## config.mk

```make
export PLATFORM = sky130hd
export DESIGN_NAME = fetch_front
export DESIGN_NICKNAME = d
export VERILOG_FILES = /design/src/verilog/cpu_pkg.sv /design/src/verilog/fetch_front.sv /design/src/verilog/fetch1.sv /design/src/verilog/addr_trans.sv /design/src/verilog/btb.sv
export SDC_FILE = /design/constraint.sdc
export NUM_CORES = 1
export LEC_CHECK = 0
export BUFFER_PORTS_ARGS = -buffer_cell sky130_fd_sc_hd__buf_2
export CAP_MARGIN = 20
export CORE_UTILIZATION = 55
export CTS_BUF_LIST = sky130_fd_sc_hd__clkbuf_4 sky130_fd_sc_hd__clkbuf_8
export CTS_CLUSTER_DIAMETER = 80
export CTS_CLUSTER_SIZE = 16
export DETAILED_ROUTE_END_ITERATION = 10
export PLACE_DENSITY = 0.74
export RECOVER_POWER = 50
export SLEW_MARGIN = 5
export SYNTH_ARGS = -nofsm -noshare
export SYNTH_HDL_FRONTEND = slang
export SYNTH_SLANG_ARGS = --single-unit
```

## constraint.sdc

```tcl
create_clock -name clk -period 5.8 [get_ports clk]
set_input_delay 1.16 -clock clk [delete_from_list [all_inputs] [get_ports clk]]
set_output_delay 1.16 -clock clk [all_outputs]
set_load 0.03 [all_outputs]
```

## src/verilog/cpu_pkg.sv

```systemverilog
`default_nettype none

package cpu_pkg;

    // basic word types
    typedef logic [31:0] u32_t;             // va, pc, badv
    typedef logic [31:0] phy_t;             // physical address
    typedef logic [1:0]  mat_t;             // memory access type, bit 0 set = cached
    typedef logic [14:0] ecode_t;           // {esubcode[8:0], ecode[5:0]}
    typedef logic [1:0]  plv_t;             // privilege level
    typedef logic [31:0] dmw_t;             // direct-mapped window csr image

    // icache request codes
    typedef enum logic [2:0] {
        IC_NOP = 3'd0,                      // no access this cycle
        IC_R   = 3'd1                       // instruction read
    } ic_op_t;

    localparam int IC_IDX_W = 12;           // icache index taken from the va
    localparam int PC_STEP  = 4;            // sequential fetch increment

    // exception codes seen by the fetch stage
    localparam ecode_t ECODE_NONE = 15'h000;
    localparam ecode_t ECODE_ADEF = 15'h008; // fetch address error
    localparam ecode_t ECODE_TLBR = 15'h03f; // tlb refill

    // privilege levels that own a window enable bit
    localparam plv_t PLV0 = 2'd0;
    localparam plv_t PLV3 = 2'd3;

    // mat used when no window supplies one
    localparam mat_t MAT_SUC = 2'd0;        // strongly-ordered uncached

    // dmw field positions
    localparam int DMW_PLV0    = 0;         // window usable at plv0
    localparam int DMW_PLV3    = 3;         // window usable at plv3
    localparam int DMW_MAT_LO  = 4;
    localparam int DMW_MAT_HI  = 5;
    localparam int DMW_PSEG_LO = 25;
    localparam int DMW_PSEG_HI = 27;
    localparam int DMW_VSEG_LO = 29;
    localparam int DMW_VSEG_HI = 31;

    // segment number selected by a window, 3 msbs of the address
    typedef logic [DMW_VSEG_HI-DMW_VSEG_LO:0] seg_t;

endpackage

`default_nettype wire
```

## src/verilog/fetch_front.sv

```systemverilog
`timescale 1ns/100ps
`default_nettype none

module fetch_front #(
    parameter cpu_pkg::u32_t RESET_PC    = 32'h1c00_0000,
    parameter int            BTB_ENTRIES = 16
) (
    input  logic                          clk,
    input  logic                          rst_n,
    // redirects
    input  logic                          excp_redir_valid,
    input  cpu_pkg::u32_t                 excp_redir_pc,
    input  logic                          ex_redir_valid,
    input  cpu_pkg::u32_t                 ex_redir_pc,
    // btb training
    input  logic                          btb_upd_en,
    input  cpu_pkg::u32_t                 btb_upd_pc,
    input  cpu_pkg::u32_t                 btb_upd_target,
    // csr state
    input  logic                          crmd_da,
    input  logic                          crmd_pg,
    input  cpu_pkg::plv_t                 crmd_plv,
    input  cpu_pkg::mat_t                 crmd_datf,
    input  cpu_pkg::dmw_t                 dmw0,
    input  cpu_pkg::dmw_t                 dmw1,
    // icache
    output logic [cpu_pkg::IC_IDX_W-1:0]  icache_idx,
    output cpu_pkg::ic_op_t               icache_op,
    output cpu_pkg::phy_t                 icache_pa,
    output logic                          icache_is_cached,
    input  logic                          icache_busy,
    // pipeline
    input  logic                          flush,
    input  logic                          next_rdy_in,
    output logic                          rdy_in,
    output logic                          out_valid,
    output cpu_pkg::u32_t                 out_pc,
    output cpu_pkg::u32_t                 out_btb_pre,
    output logic                          excp_valid,
    output cpu_pkg::ecode_t               excp_ecode,
    output cpu_pkg::u32_t                 excp_badv
);
    import cpu_pkg::*;

    u32_t   btb_pc;                         // npc into the btb
    logic   btb_stall;
    logic   pred_valid;
    u32_t   pred_npc;
    u32_t   pc_r;                           // current fetch pc, va for translation
    phy_t   tr_pa;
    mat_t   tr_mat;
    logic   tr_excp_valid;
    ecode_t tr_excp_ecode;

    btb #(
        .BTB_ENTRIES (BTB_ENTRIES)
    ) u_btb (
        .clk        (clk),
        .rst_n      (rst_n),
        .stall      (btb_stall),
        .pc         (btb_pc),
        .upd_en     (btb_upd_en),
        .upd_pc     (btb_upd_pc),
        .upd_target (btb_upd_target),
        .pred_valid (pred_valid),
        .pred_npc   (pred_npc)
    );

    addr_trans u_addr_trans (
        .va         (pc_r),
        .crmd_da    (crmd_da),
        .crmd_pg    (crmd_pg),
        .crmd_plv   (crmd_plv),
        .crmd_datf  (crmd_datf),
        .dmw0       (dmw0),
        .dmw1       (dmw1),
        .pa         (tr_pa),
        .mat        (tr_mat),
        .excp_valid (tr_excp_valid),
        .excp_ecode (tr_excp_ecode)
    );

    fetch1 #(
        .RESET_PC (RESET_PC)
    ) u_fetch1 (
        .clk              (clk),
        .rst_n            (rst_n),
        .excp_redir_valid (excp_redir_valid),
        .excp_redir_pc    (excp_redir_pc),
        .ex_redir_valid   (ex_redir_valid),
        .ex_redir_pc      (ex_redir_pc),
        .pred_valid       (pred_valid),
        .pred_npc         (pred_npc),
        .btb_pc           (btb_pc),
        .btb_stall        (btb_stall),
        .pc_r             (pc_r),
        .pa               (tr_pa),
        .mat              (tr_mat),
        .tr_excp_valid    (tr_excp_valid),
        .tr_excp_ecode    (tr_excp_ecode),
        .icache_idx       (icache_idx),
        .icache_op        (icache_op),
        .icache_pa        (icache_pa),
        .icache_is_cached (icache_is_cached),
        .icache_busy      (icache_busy),
        .flush            (flush),
        .next_rdy_in      (next_rdy_in),
        .rdy_in           (rdy_in),
        .out_valid        (out_valid),
        .out_pc           (out_pc),
        .out_btb_pre      (out_btb_pre),
        .excp_valid       (excp_valid),
        .excp_ecode       (excp_ecode),
        .excp_badv        (excp_badv)
    );

endmodule

`default_nettype wire

```

## src/verilog/fetch1.sv

```systemverilog
`timescale 1ns/100ps
`default_nettype none

module fetch1 #(
    parameter cpu_pkg::u32_t RESET_PC = 32'h1c00_0000
) (
    input  logic                          clk,
    input  logic                          rst_n,
    // redirects
    input  logic                          excp_redir_valid,  // from writeback
    input  cpu_pkg::u32_t                 excp_redir_pc,
    input  logic                          ex_redir_valid,    // from execute
    input  cpu_pkg::u32_t                 ex_redir_pc,
    // btb
    input  logic                          pred_valid,        // refers to current pc_r
    input  cpu_pkg::u32_t                 pred_npc,
    output cpu_pkg::u32_t                 btb_pc,
    output logic                          btb_stall,
    // translation
    output cpu_pkg::u32_t                 pc_r,
    input  cpu_pkg::phy_t                 pa,
    input  cpu_pkg::mat_t                 mat,
    input  logic                          tr_excp_valid,
    input  cpu_pkg::ecode_t               tr_excp_ecode,
    // icache
    output logic [cpu_pkg::IC_IDX_W-1:0]  icache_idx,
    output cpu_pkg::ic_op_t               icache_op,
    output cpu_pkg::phy_t                 icache_pa,
    output logic                          icache_is_cached,
    input  logic                          icache_busy,
    // pipeline control
    input  logic                          flush,
    input  logic                          next_rdy_in,
    output logic                          rdy_in,
    // stage outputs
    output logic                          out_valid,
    output cpu_pkg::u32_t                 out_pc,
    output cpu_pkg::u32_t                 out_btb_pre,
    output logic                          excp_valid,
    output cpu_pkg::ecode_t               excp_ecode,
    output cpu_pkg::u32_t                 excp_badv
);
    import cpu_pkg::*;

    logic stall;                            // downstream or icache not ready
    u32_t npc;

    // flush overrides stall so the pipe can drain
    assign stall     = ~next_rdy_in | icache_busy;
    assign rdy_in    = flush | ~stall;
    assign out_valid = ~flush & ~stall;     // flushed slot is never valid

    // next pc, highest priority first
    always_comb begin
        if (excp_redir_valid) begin
            npc = excp_redir_pc;
        end else if (ex_redir_valid) begin
            npc = ex_redir_pc;
        end else if (pred_valid) begin
            npc = pred_npc;                 // prediction looked up with this pc
        end else begin
            npc = pc_r + u32_t'(PC_STEP);
        end
    end

    // pc register
    always_ff @(posedge clk or negedge rst_n) begin
        if (!rst_n) begin
            pc_r <= RESET_PC;
        end else if (rdy_in) begin
            pc_r <= npc;
        end
    end

    // btb gets npc one cycle ahead, so its result lines up with pc_r
    assign btb_pc    = npc;
    assign btb_stall = stall;               // btb output holds with pc_r

    // icache request
    assign icache_idx       = pc_r[IC_IDX_W-1:0];   // virtually indexed
    assign icache_op        = flush ? IC_NOP : IC_R;
    assign icache_pa        = pa;
    assign icache_is_cached = mat[0];

    // stage outputs
    assign out_pc      = pc_r;
    assign out_btb_pre = npc;               // predicted pc of the next fetch

    // exception info goes down regardless of flush
    assign excp_valid = tr_excp_valid;
    assign excp_ecode = tr_excp_ecode;
    assign excp_badv  = pc_r;

endmodule

`default_nettype wire

```

## src/verilog/addr_trans.sv

```systemverilog
`timescale 1ns/100ps
`default_nettype none

module addr_trans (
    input  cpu_pkg::u32_t   va,             // fetch virtual address
    input  logic            crmd_da,        // direct-address enable
    input  logic            crmd_pg,        // paging enable
    input  cpu_pkg::plv_t   crmd_plv,
    input  cpu_pkg::mat_t   crmd_datf,      // fetch mat in direct mode
    input  cpu_pkg::dmw_t   dmw0,
    input  cpu_pkg::dmw_t   dmw1,
    output cpu_pkg::phy_t   pa,
    output cpu_pkg::mat_t   mat,
    output logic            excp_valid,
    output cpu_pkg::ecode_t excp_ecode
);
    import cpu_pkg::*;

    // window match: vseg compare plus the enable for the current plv
    function automatic logic dmw_hit(input dmw_t dmw, input u32_t addr, input plv_t plv);
        logic plv_ok;
        logic seg_ok;
        plv_ok = ((plv == PLV0) && dmw[DMW_PLV0]) ||
                 ((plv == PLV3) && dmw[DMW_PLV3]);  // plv1/2 never enabled
        seg_ok = (seg_t'(dmw[DMW_VSEG_HI:DMW_VSEG_LO]) ==
                  seg_t'(addr[DMW_VSEG_HI:DMW_VSEG_LO]));
        return plv_ok && seg_ok;
    endfunction

    // remapped address: window pseg on top of the va offset
    function automatic phy_t dmw_pa(input dmw_t dmw, input u32_t addr);
        phy_t res;
        res = {dmw[DMW_PSEG_HI:DMW_PSEG_LO], addr[DMW_VSEG_LO-1:0]};
        return res;
    endfunction

    logic direct_mode;                      // pa = va
    logic hit0;
    logic hit1;
    logic win_hit;                          // any window matched
    logic misalign;
    phy_t map_pa;
    mat_t map_mat;

    // da set, or paging off, counts as direct translation
    assign direct_mode = crmd_da | ~crmd_pg;

    assign hit0    = dmw_hit(dmw0, va, crmd_plv);
    assign hit1    = dmw_hit(dmw1, va, crmd_plv);
    assign win_hit = hit0 | hit1;

    assign misalign = (va[1:0] != 2'b00);   // fetch is word sized

    // window select, dmw0 has priority
    always_comb begin
        if (hit0) begin
            map_pa  = dmw_pa(dmw0, va);
            map_mat = dmw0[DMW_MAT_HI:DMW_MAT_LO];
        end else if (hit1) begin
            map_pa  = dmw_pa(dmw1, va);
            map_mat = dmw1[DMW_MAT_HI:DMW_MAT_LO];
        end else begin
            map_pa  = va;                   // no lookup without tlb
            map_mat = MAT_SUC;              // keep a missed fetch uncached
        end
    end

    // mode select
    always_comb begin
        if (direct_mode) begin
            pa  = va;
            mat = crmd_datf;
        end else begin
            pa  = map_pa;
            mat = map_mat;
        end
    end

    // fetch exceptions, adef outranks tlbr
    always_comb begin
        if (misalign) begin
            excp_valid = 1'b1;
            excp_ecode = ECODE_ADEF;
        end else if (!direct_mode && !win_hit) begin
            excp_valid = 1'b1;
            excp_ecode = ECODE_TLBR;        // would be a tlb refill
        end else begin
            excp_valid = 1'b0;
            excp_ecode = ECODE_NONE;
        end
    end

endmodule

`default_nettype wire

```

## src/verilog/btb.sv

```systemverilog
`timescale 1ns/100ps
`default_nettype none

module btb #(
    parameter int BTB_ENTRIES = 16          // power of two, at least 2
) (
    input  logic          clk,
    input  logic          rst_n,
    input  logic          stall,            // hold the prediction register
    input  cpu_pkg::u32_t pc,               // lookup address (fetch npc)
    input  logic          upd_en,           // training write from execute
    input  cpu_pkg::u32_t upd_pc,
    input  cpu_pkg::u32_t upd_target,
    output logic          pred_valid,       // hit for the pc looked up last
    output cpu_pkg::u32_t pred_npc
);
    import cpu_pkg::*;

    localparam int IDX_W = $clog2(BTB_ENTRIES);
    localparam int TAG_W = 30 - IDX_W;      // pc bits above the index

    typedef logic [IDX_W-1:0] btb_idx_t;
    typedef logic [TAG_W-1:0] btb_tag_t;

    // entry storage
    logic [BTB_ENTRIES-1:0] valid_q;        // per-entry valid bit
    btb_tag_t               tag_q [BTB_ENTRIES];
    u32_t                   target_q [BTB_ENTRIES];

    // address split
    btb_idx_t lk_idx;
    btb_tag_t lk_tag;
    btb_idx_t up_idx;
    btb_tag_t up_tag;

    logic lk_hit;                           // combinational hit before the register
    logic pred_valid_q;
    u32_t pred_npc_q;

    assign lk_idx = pc[IDX_W+1:2];          // word aligned, skip bits 1:0
    assign lk_tag = pc[31:IDX_W+2];
    assign up_idx = upd_pc[IDX_W+1:2];
    assign up_tag = upd_pc[31:IDX_W+2];

    assign lk_hit = valid_q[lk_idx] && (tag_q[lk_idx] == lk_tag);

    // valid bits, cleared on reset
    always_ff @(posedge clk or negedge rst_n) begin
        if (!rst_n) begin
            valid_q <= '0;
        end else if (upd_en) begin
            valid_q[up_idx] <= 1'b1;        // train marks the entry live
        end
    end

    // tag and target payload
    always_ff @(posedge clk) begin
        if (upd_en) begin
            tag_q[up_idx]    <= up_tag;
            target_q[up_idx] <= upd_target;
        end
    end

    // registered lookup, read sees the array before this edge's write
    always_ff @(posedge clk or negedge rst_n) begin
        if (!rst_n) begin
            pred_valid_q <= 1'b0;
        end else if (!stall) begin
            pred_valid_q <= lk_hit;
        end
    end

    always_ff @(posedge clk) begin
        if (!stall) begin
            pred_npc_q <= target_q[lk_idx]; // only meaningful with pred_valid
        end
    end

    assign pred_valid = pred_valid_q;
    assign pred_npc   = pred_npc_q;

endmodule

`default_nettype wire

```

# Word-level counts from Yosys, hierarchy flattened
# Memories as Yosys holds them, arrays and structs flattened. A register that Yosys moved wholly into a read port is not among the register bits.
# Index checks and enable logic that the tools add are counted.
# op_classes
eq_ne	4
n_reduce_logical	16
n_addsub	1
order_cmp	3
muxes	20
bitwise_logic	10
# op_table
operator	count
2-to-1 mux 32 bit	6
adder 32 x 3 -> 32 bit (second input constant)	1
== test 26 bit	1
OR 16 bit	1
2-to-1 mux 15 bit	1
< comparator 4 x 5 -> 1 bit (second input constant)	2
2-to-1 mux 1 bit	10
logical AND 1 bit	9
== test 3 bit	2
2-to-1 mux 6 bit	1
binary-select mux 1 bit (select 4 bit)	1
demux 1 bit (select 4 bit)	1
greater-or-equal comparator 4 x 1 -> 1 bit (second input constant)	1
NOT 1 bit	4
OR 1 bit	4
logical NOT 1 bit	3
== test 2 bit (second input constant)	1
logical NOT 2 bit	1
logical OR 1 bit	2
nonzero test 2 bit	1
AND 1 bit	1
# word_totals
register_bits	49
in_bits	206
mem_bits_rw	928
n_memories	2
output_inout_bits	162
elab_cells	59
# mem_list
name	words	word_bits	read_ports	rd_clocked_by_memory_dff	write_ports	line_no	text
u_btb.target_q	16	32	1	1	1	btb.sv:28	u32_t target_q [BTB_ENTRIES];
u_btb.tag_q	16	26	1	0	1	btb.sv:27	btb_tag_t tag_q [BTB_ENTRIES];

# Longest topological paths before layout
# Gate-level depths: netlist of the first run.
# depth
word_depth	9
ltp_mapped	14
ltp_nobuf	11

# Cells and area by module
# Synthesis of the first run repeated with hierarchy kept, for this count alone.
# hier_totals
hier_cells	2249
area_unflattened_um2	42512.0
# by_module_without_submodules
mod	cells_each	instances	area_each_um2	seq_area_each_um2
btb	1587	1	37521.0	29253.1
fetch1	579	1	4349.2	804.5
addr_trans	83	1	641.9	0.0

# Least setup slack after synthesis of the first run
# Ideal clock, no wire load.
# synth_timing
path_type	input to register
from	in btb_upd_pc[4]
to	reg u_btb.valid_q[0]
t_arrival_ps	6126
slack_ps	-415
setup_time_ps	89
path_stages	3
path_buffers	0
required_ps	5711
path_cell_list	or3b_2 > nor3_1 > or2_2
# synth_via
elab_chain_cells	5
elab_cells_between_ends	6
classes_between	2 x order compare; 2 x mux; 1 x bitwise; 1 x reduce/logical
# synth_lines
item	line_no	text
from (decl)	fetch_front.sv:17	input cpu_pkg::u32_t btb_upd_pc,
< comparator 4 x 5 -> 1 bit (implied by the code) / greater-or-equal comparator 4 x 1 -> 1 bit (equally long branches)	btb.sv:52	valid_q[up_idx] <= 1'b1;
logical AND 1 bit (implied by the code)	btb.sv:52	
2-to-1 mux 1 bit (implied by the code)	btb.sv:52	
demux 1 bit (select 4 bit) (*)	--	
OR 16 bit (no source line) (*)	--	
to (signal assigned)	btb.sv:50	valid_q <= '0;
to (signal, indexed assignment)	btb.sv:52	
to (decl)	btb.sv:26	logic [BTB_ENTRIES-1:0] valid_q;
# Mark *: on every way between the ends. The rest lies on a longest branch, timed or not.
# A chain may end at the register's enable or synchronous reset.

# Final worst setup path of the first run
# layout_timing
from	reg u_fetch1.pc_r[5] (netlist: u_fetch1.excp_badv[5])
to	out out_btb_pre[20]
# layout_via
elab_chain_cells	4
# layout_lines
item	line_no	text
from (decl)	fetch1.sv:20	output cpu_pkg::u32_t pc_r,
from (signal assigned)	fetch1.sv:71	pc_r <= npc;
adder 32 x 3 -> 32 bit	fetch1.sv:62	npc = pc_r + u32_t'(PC_STEP);
2-to-1 mux 32 bit	fetch1.sv:59	end else if (pred_valid) begin
2-to-1 mux 32 bit	fetch1.sv:57	end else if (ex_redir_valid) begin
2-to-1 mux 32 bit	fetch1.sv:55	if (excp_redir_valid) begin
to (decl)	fetch_front.sv:38	output cpu_pkg::u32_t out_btb_pre,
# Every way passes these cells.

==> results.cfg, run 1 <==
[timing]
period_share = 0.897
timing.fmax_mhz = 192
worst_pin_slew_ns = 3.02
maxSlewHeadroom = -1.02
setup_viol = 0
final_hold_viol_count = 0
rsz0062_at_grt = false
tns_ns = 0
clock_skew_ns = 0.0464
final_max_slew_viol_count = 286
fin_crit_ns = 5.20
holdWs_ns = 0.477

[drt]
via_per_inst = 6.50
wl_per_cell_um = 26.9
wl_um = 116000
dr.first_iter.drc_count = 3704
drt_pre_antenna_iters = 6
detail-route-antenna-nets = 0
vias = 28100
drc = 0

[clocking]
cts_tree = yes
path_clk_slew_ns = 0.10
htreeDepth = 3
clk_path_buf_depth = 3
clkSinkCount = 1009
cts_resized = 0
root_buffer = clkbuf_8
cts_hold_buf = 0
worst_skew_pair.late_latency_ns = 0.73
postCtsSetupRepairBufs = 0
numCtsBuffers = 73

[synth]
synth-xor-area-share = 0.0111
yosysSeqAreaShare = 0.716
ys_ff_latch = 1009
ys_types = 61
netlist.top_cell.by_area = edfxtp_1
synth_fa_ha_area_frac = 0.000298
synthSimpleGateAreaFrac = 0.115
synth_edf_count = 960
syn_area_per_cell_sq_um = 13.4
synth_top_family_by_area = simple AND/OR/NAND/NOR gates
ys_top_cells_by_area = edfxtp_1 (69%), nand2_1 (6.0%), dfrtp_1 (2.7%), and3_1 (2.3%), a311oi_1 (2.0%)
ys_async_sr_fraction = 0.0486
synth_compound_gate_area_share = 0.0958
synth_top_area_frac = 0.687
syn_inst = 3130
synth.area.mux_share = 0.0211
synth_ff_type = edfxtp_1
yosys_warnings = 0
syn_area_sq_mm = 0.0420

[finish]
drive_gt1_frac = 0.151
seq_area_sq_mm = 0.0301
multi_input_area_sq_mm = 0.0104
syn2layout_area_growth_pct = 8.29
fill_cells = 5569
layout.nets = 3507

[global_route]
grt_pass1_vias = 27100
use_met2 = 0.462
grt_pass1_wl_um = 169000
grt_util_all_layers = 0.295
grt_use_met3 = 0.0555
grt-ovfl-total = 0
busiest_layer = met2
grt_max_degree = 163
grtUsageMet1 = 0.398
antenna_found_initial = 20

[power]
design_power_total_mw = 14.2
p_leak_nw = 15.8
ir_worst_vdd_uv = 214
cellPowerDensity_mw_per_mm2 = 313

[setup_path]
worstSetupPathType = register to output port
critPathMaxFanout = 12
crit_path_start_kind = register
required_ns = 4.64
worst_setup_path_end_kind = output port
crit_arrival_ns = 4.04

[placement]
gp_congestion = 0.959
dp_hpwl_um = 66200
io_buffers = 307

[die]
io_pins = 368
core_area_sq_mm = 0.0749
design.die.area_sq_mm = 0.0774
die_y_um = 278
start_util = 0.560
fp.dieW_um = 278
num_rows = 100

[run]
cap_violations = 8

[outcome]
status = finished, violations left
violations = max-capacitance violations, max-slew violations

[hold_path]
hp-class = register to register
-- cell type report --
cell class,instances,area share
Antenna cell,14,0.000771
Clock buffer,108,0.0280
Clock inverter,7,0.00146
Inverter,25,0.00231
Multi-Input combinational cell,1798,0.229
Sequential cell,1009,0.662
Tap cell,969,0.0267
Timing Repair Buffer,393,0.0500
-- cell usage in the layout (no fill, tap or decap), drive strengths merged, types with 4 or more instances in the layout --
cell type	count
or2	19
nand4	13
a21oi	96
clkinvlp	4
mux2i	85
edfxtp	960
nor2	78
clkbuf	175
xnor2	29
a221oi	80
nor4	30
a22oi	50
a31o	4
nand3	82
dfrtp	46
buf	326
nor3	14
a311oi	98
o221ai	8
diode	14
nand2	669
inv	26
and3	156
o21ai	107
a2111oi	56
a31oi	41
nand2b	9
a211oi	4
xor2	24
conb	11
-- state kept, by name, summed over array words and instances (netlist names) --
register            flops
u_btb.pred_valid        1
u_btb.tag_q           416
u_btb.target_q        512
u_btb.pred_npc         32
u_btb.valid_q          16
u_fetch1.excp_badv     32
-- where the power goes --
group | switching (mW) | internal, mW | leakage (nW)
Combinational | 1.59 | 0.668 | 5.83
Clock | 2.20 | 1.42 | 0.707
Sequential | 0.153 | 8.20 | 9.24
Total | 3.95 | 10.3 | 15.8
-- metal layers --
metal | share of wire | vias up
li1 | - | 12100
met1 | 0.37 | 13900
met2 | 0.47 | 1816
met3 | 0.11 | 345
met4 | 0.051 | 14
met5 | 0.00079 | -
-- metrics by stage --
stage	worst slack (ns)	instances	util	cell area (sq um)
3_3_place_gp	0.815	4194	0.590	44200
2_1_floorplan	1.01	3140	-	42000
6_report	0.597	4323	0.606	45400
3_5_place_dp	0.796	4194	0.590	44200
4_1_cts	0.641	4309	0.608	45500
5_1_grt	0.475	4316	0.606	45400
-- critical path, stage by stage (launching register included) --
cell and delay (ns):
dfrtp_1 0.78, nand4_1 0.21, buf_4 0.24, nor4_1 0.79
nand3_1 0.18, xor2_1 0.18, o221ai_1 0.61, buf_2 0.33
-- Yosys cell counts (17+ instances only) --
cell       instances
a311oi_1          98
nand3_1           82
buf_2             45
buf_1             23
nand2_1          669
a21oi_1           96
xnor2_1           29
or2_2             17
and3_1           156
inv_1             20
dfrtp_1           46
buf_4             94
mux2i_1           85
edfxtp_1         960
a22oi_1           50
nor4_1            24
xor2_1            24
a2111oi_0         55
clkbuf_1         143
o21ai_0          106
a31oi_1           41
a221oi_1          79
nor2_1            78
-- logic make-up after synthesis --
kind of cell / count (synthesis)
AND/OR/NAND/NOR: 1084
flip-flops: 1009
AO/OA/AOI/OAI: 561
buffers and inverters: 333
multiplexers: 88
XOR/XNOR: 53
adder cells (fa/ha/maj): 1
other: 1
-- path summary, 6_finish.rpt --
kind                                    endpoint  cells after the start                   from  slack, ns
min in group asynchronous  u_fetch1.excp_badv[1]                      2                  rst_n       1.51
setup / recovery                 out_btb_pre[20]                      7  u_fetch1.excp_badv[5]       0.60
max in group asynchronous       u_btb.valid_q[6]                      2                  rst_n       2.51
hold reg to reg                u_btb.valid_q[11]                      1      u_btb.valid_q[11]       0.48
hold / removal                 u_btb.valid_q[11]                      1      u_btb.valid_q[11]       0.48
setup reg to reg                u_btb.pred_valid                     10  u_fetch1.excp_badv[2]       1.43
No activity file was read; power rests on OpenSTA's default activity.
==> run 2: changes to the inputs <==
--- a/config.mk
+++ b/config.mk
@@ -7,6 +7,7 @@
 export LEC_CHECK = 0
 export BUFFER_PORTS_ARGS = -buffer_cell sky130_fd_sc_hd__buf_2
 export CAP_MARGIN = 20
+export CORE_MARGIN = 3
 export CORE_UTILIZATION = 55
 export CTS_BUF_LIST = sky130_fd_sc_hd__clkbuf_4 sky130_fd_sc_hd__clkbuf_8
 export CTS_CLUSTER_DIAMETER = 80
==> results.cfg, run 2 (synthesis results as in run 1) <==
[power]
clock_power_share = 0.253
design_power_total_mw = 14.2
ir_worst_vdd_uv = 181
p_leak_nw = 15.7
cellPowerDensity_mw_per_mm2 = 313
internal-power_mw = 10.3
seqPwrFrac = 0.587
p_comb_frac = 0.160
switchingPower_mw = 3.95
p_sw_frac = 0.278

[clocking]
root_buffer = clkbuf_8
clk_path_buf_depth = 3
cts_resized = 0
postCtsSetupRepairBufs = 0
cts_tree = yes
cts_hold_buf = 0
htreeDepth = 3
worst_skew_pair.late_latency_ns = 0.71
numCtsBuffers = 73
clkSinkCount = 1009
path_clk_slew_ns = 0.11

[finish]
final_area_sq_mm = 0.0454
syn2layout_area_growth_pct = 8.09
utilization = 0.605
regMostFlops = u_btb.target_q
drive_gt1_frac = 0.149
largest_registers = u_btb.target_q (512), u_btb.tag_q (416)
layout.nets = 3507
layout_common_cells = edfxtp_1 (960), nand2_1 (669), buf_2 (246), and3_1 (156), o21ai_0 (106)
fill_cells = 5589
largest_reg_flops = 512
layout_commonest_cell = edfxtp_1

[timing]
worst_pin_slew_ns = 3.02
holdWs_ns = 0.482
tns_ns = 0
period_share = 0.869
final_hold_viol_count = 0
fin_crit_ns = 5.04
rsz0062_at_grt = false
timing.fmax_mhz = 198
final_max_slew_viol_count = 202
maxSlewHeadroom = -1.02
clock_skew_ns = 0.0303
setup_viol = 0

[global_route]
grt-ovfl-total = 0
grt_use_met3 = 0.0650
grt_max_degree = 150
grt_pass1_wl_um = 168000
antenna_found_initial = 16
busiest_layer = met2
grt_pass1_vias = 26700
grtUsageMet1 = 0.385
use_met2 = 0.450
grt_util_all_layers = 0.284

[drt]
wl_um = 117000
vias = 28000
detail-route-antenna-nets = 0
drc = 0
wl_per_cell_um = 27.0
via_per_inst = 6.50
drt_pre_antenna_iters = 6
dr.first_iter.drc_count = 3741

[outcome]
status = finished, violations left
violations = max-capacitance violations, max-slew violations

[die]
num_rows = 100
fp.dieW_um = 282
start_util = 0.560
core_area_sq_mm = 0.0749
die_y_um = 282
design.die.area_sq_mm = 0.0796
io_pins = 368

[setup_path]
crit_arrival_ns = 3.88
worstSetupPathType = register to output port
worst_setup_path_end_kind = output port
crit_path_start_kind = register
required_ns = 4.64
critPathMaxFanout = 10

[placement]
gp_congestion = 0.910
io_buffers = 307
dpl_cell_area_sq_mm = 0.0442
dp_hpwl_um = 67100

[run]
cap_violations = 5

[hold_path]
hp-class = register to register
-- run 2: changes by cell type in the layout (fill, tap and decap cells not counted), moves of 2 or more --
cell	change
clkbuf_4	-6
clkinvlp_4	-3
buf_4	+2
nor3_4	-3
nor3_1	+3
nor2_4	+3
nor2_1	-3
inv_6	+3
buf_12	-2
-- run 2: power groups by stage --
stage	Sequential [mW]	Combinational [mW]	Clock, mW
5_1_grt	8.36	2.43	3.88
4_1_cts	8.33	2.26	3.63
6_report	8.34	2.27	3.60
2_1_floorplan	8.51	1.46	0
3_3_place_gp	8.48	2.19	0
3_5_place_dp	8.49	2.25	0
-- run 2: cell type report --
| class | count | area (sq um) | share of cell area |
|---|---|---|---|
| flip-flops and latches | 1009 | 30100 | 0.663 |
| repair buffers | 393 | 2250 | 0.0495 |
| diodes | 13 | 32.5 | 0.000717 |
| clock inverters | 6 | 58.8 | 0.00130 |
| well taps | 969 | 1210 | 0.0267 |
| clock buffers | 103 | 1240 | 0.0274 |
| inverters | 25 | 105 | 0.00232 |
| multi-input cells | 1798 | 10400 | 0.229 |
-- run 2: worst max-delay path, stage by stage (launching register included) --
cell and delay, ns:
dfrtp_1 0.63, ha_1 0.29, nand2_1 0.26, nor4_1 0.80, nand3_1 0.19, xor2_1 0.19
o221ai_1 0.50, buf_2 0.31
-- run 2: per-stage QoR --
stage / setup slack (ns) / std cells
floorplan: 1.01 / 3140
global placement: 0.857 / 4194
detailed placement: 0.716 / 4194
CTS: 0.762 / 4303
global route: 0.570 / 4308
finish: 0.759 / 4316
-- run 2: path summary, 6_finish.rpt --
path | endpoint | slack [ns] | start | cells past startpoint
worst max-delay path | out_btb_pre[20] | 0.76 | u_fetch1.excp_badv[2] | 7
max in group asynchronous | u_btb.valid_q[4] | 2.54 | rst_n | 2
min in group asynchronous | u_fetch1.excp_badv[0] | 1.53 | rst_n | 2
worst max register to register | u_btb.pred_valid | 1.37 | u_fetch1.excp_badv[2] | 11
worst min register to register | u_btb.valid_q[15] | 0.48 | u_btb.valid_q[15] | 1
worst min-delay path | u_btb.valid_q[15] | 0.48 | u_btb.valid_q[15] | 1
-- run 2: layer usage --
metal  routed length, um  vias up  share of wire
met5                  74        -        0.00063
met4                5010       10          0.043
met3               12500      298           0.11
met2               55300     1687           0.47
met1               43800    14000           0.38
li1                    -    12000              -
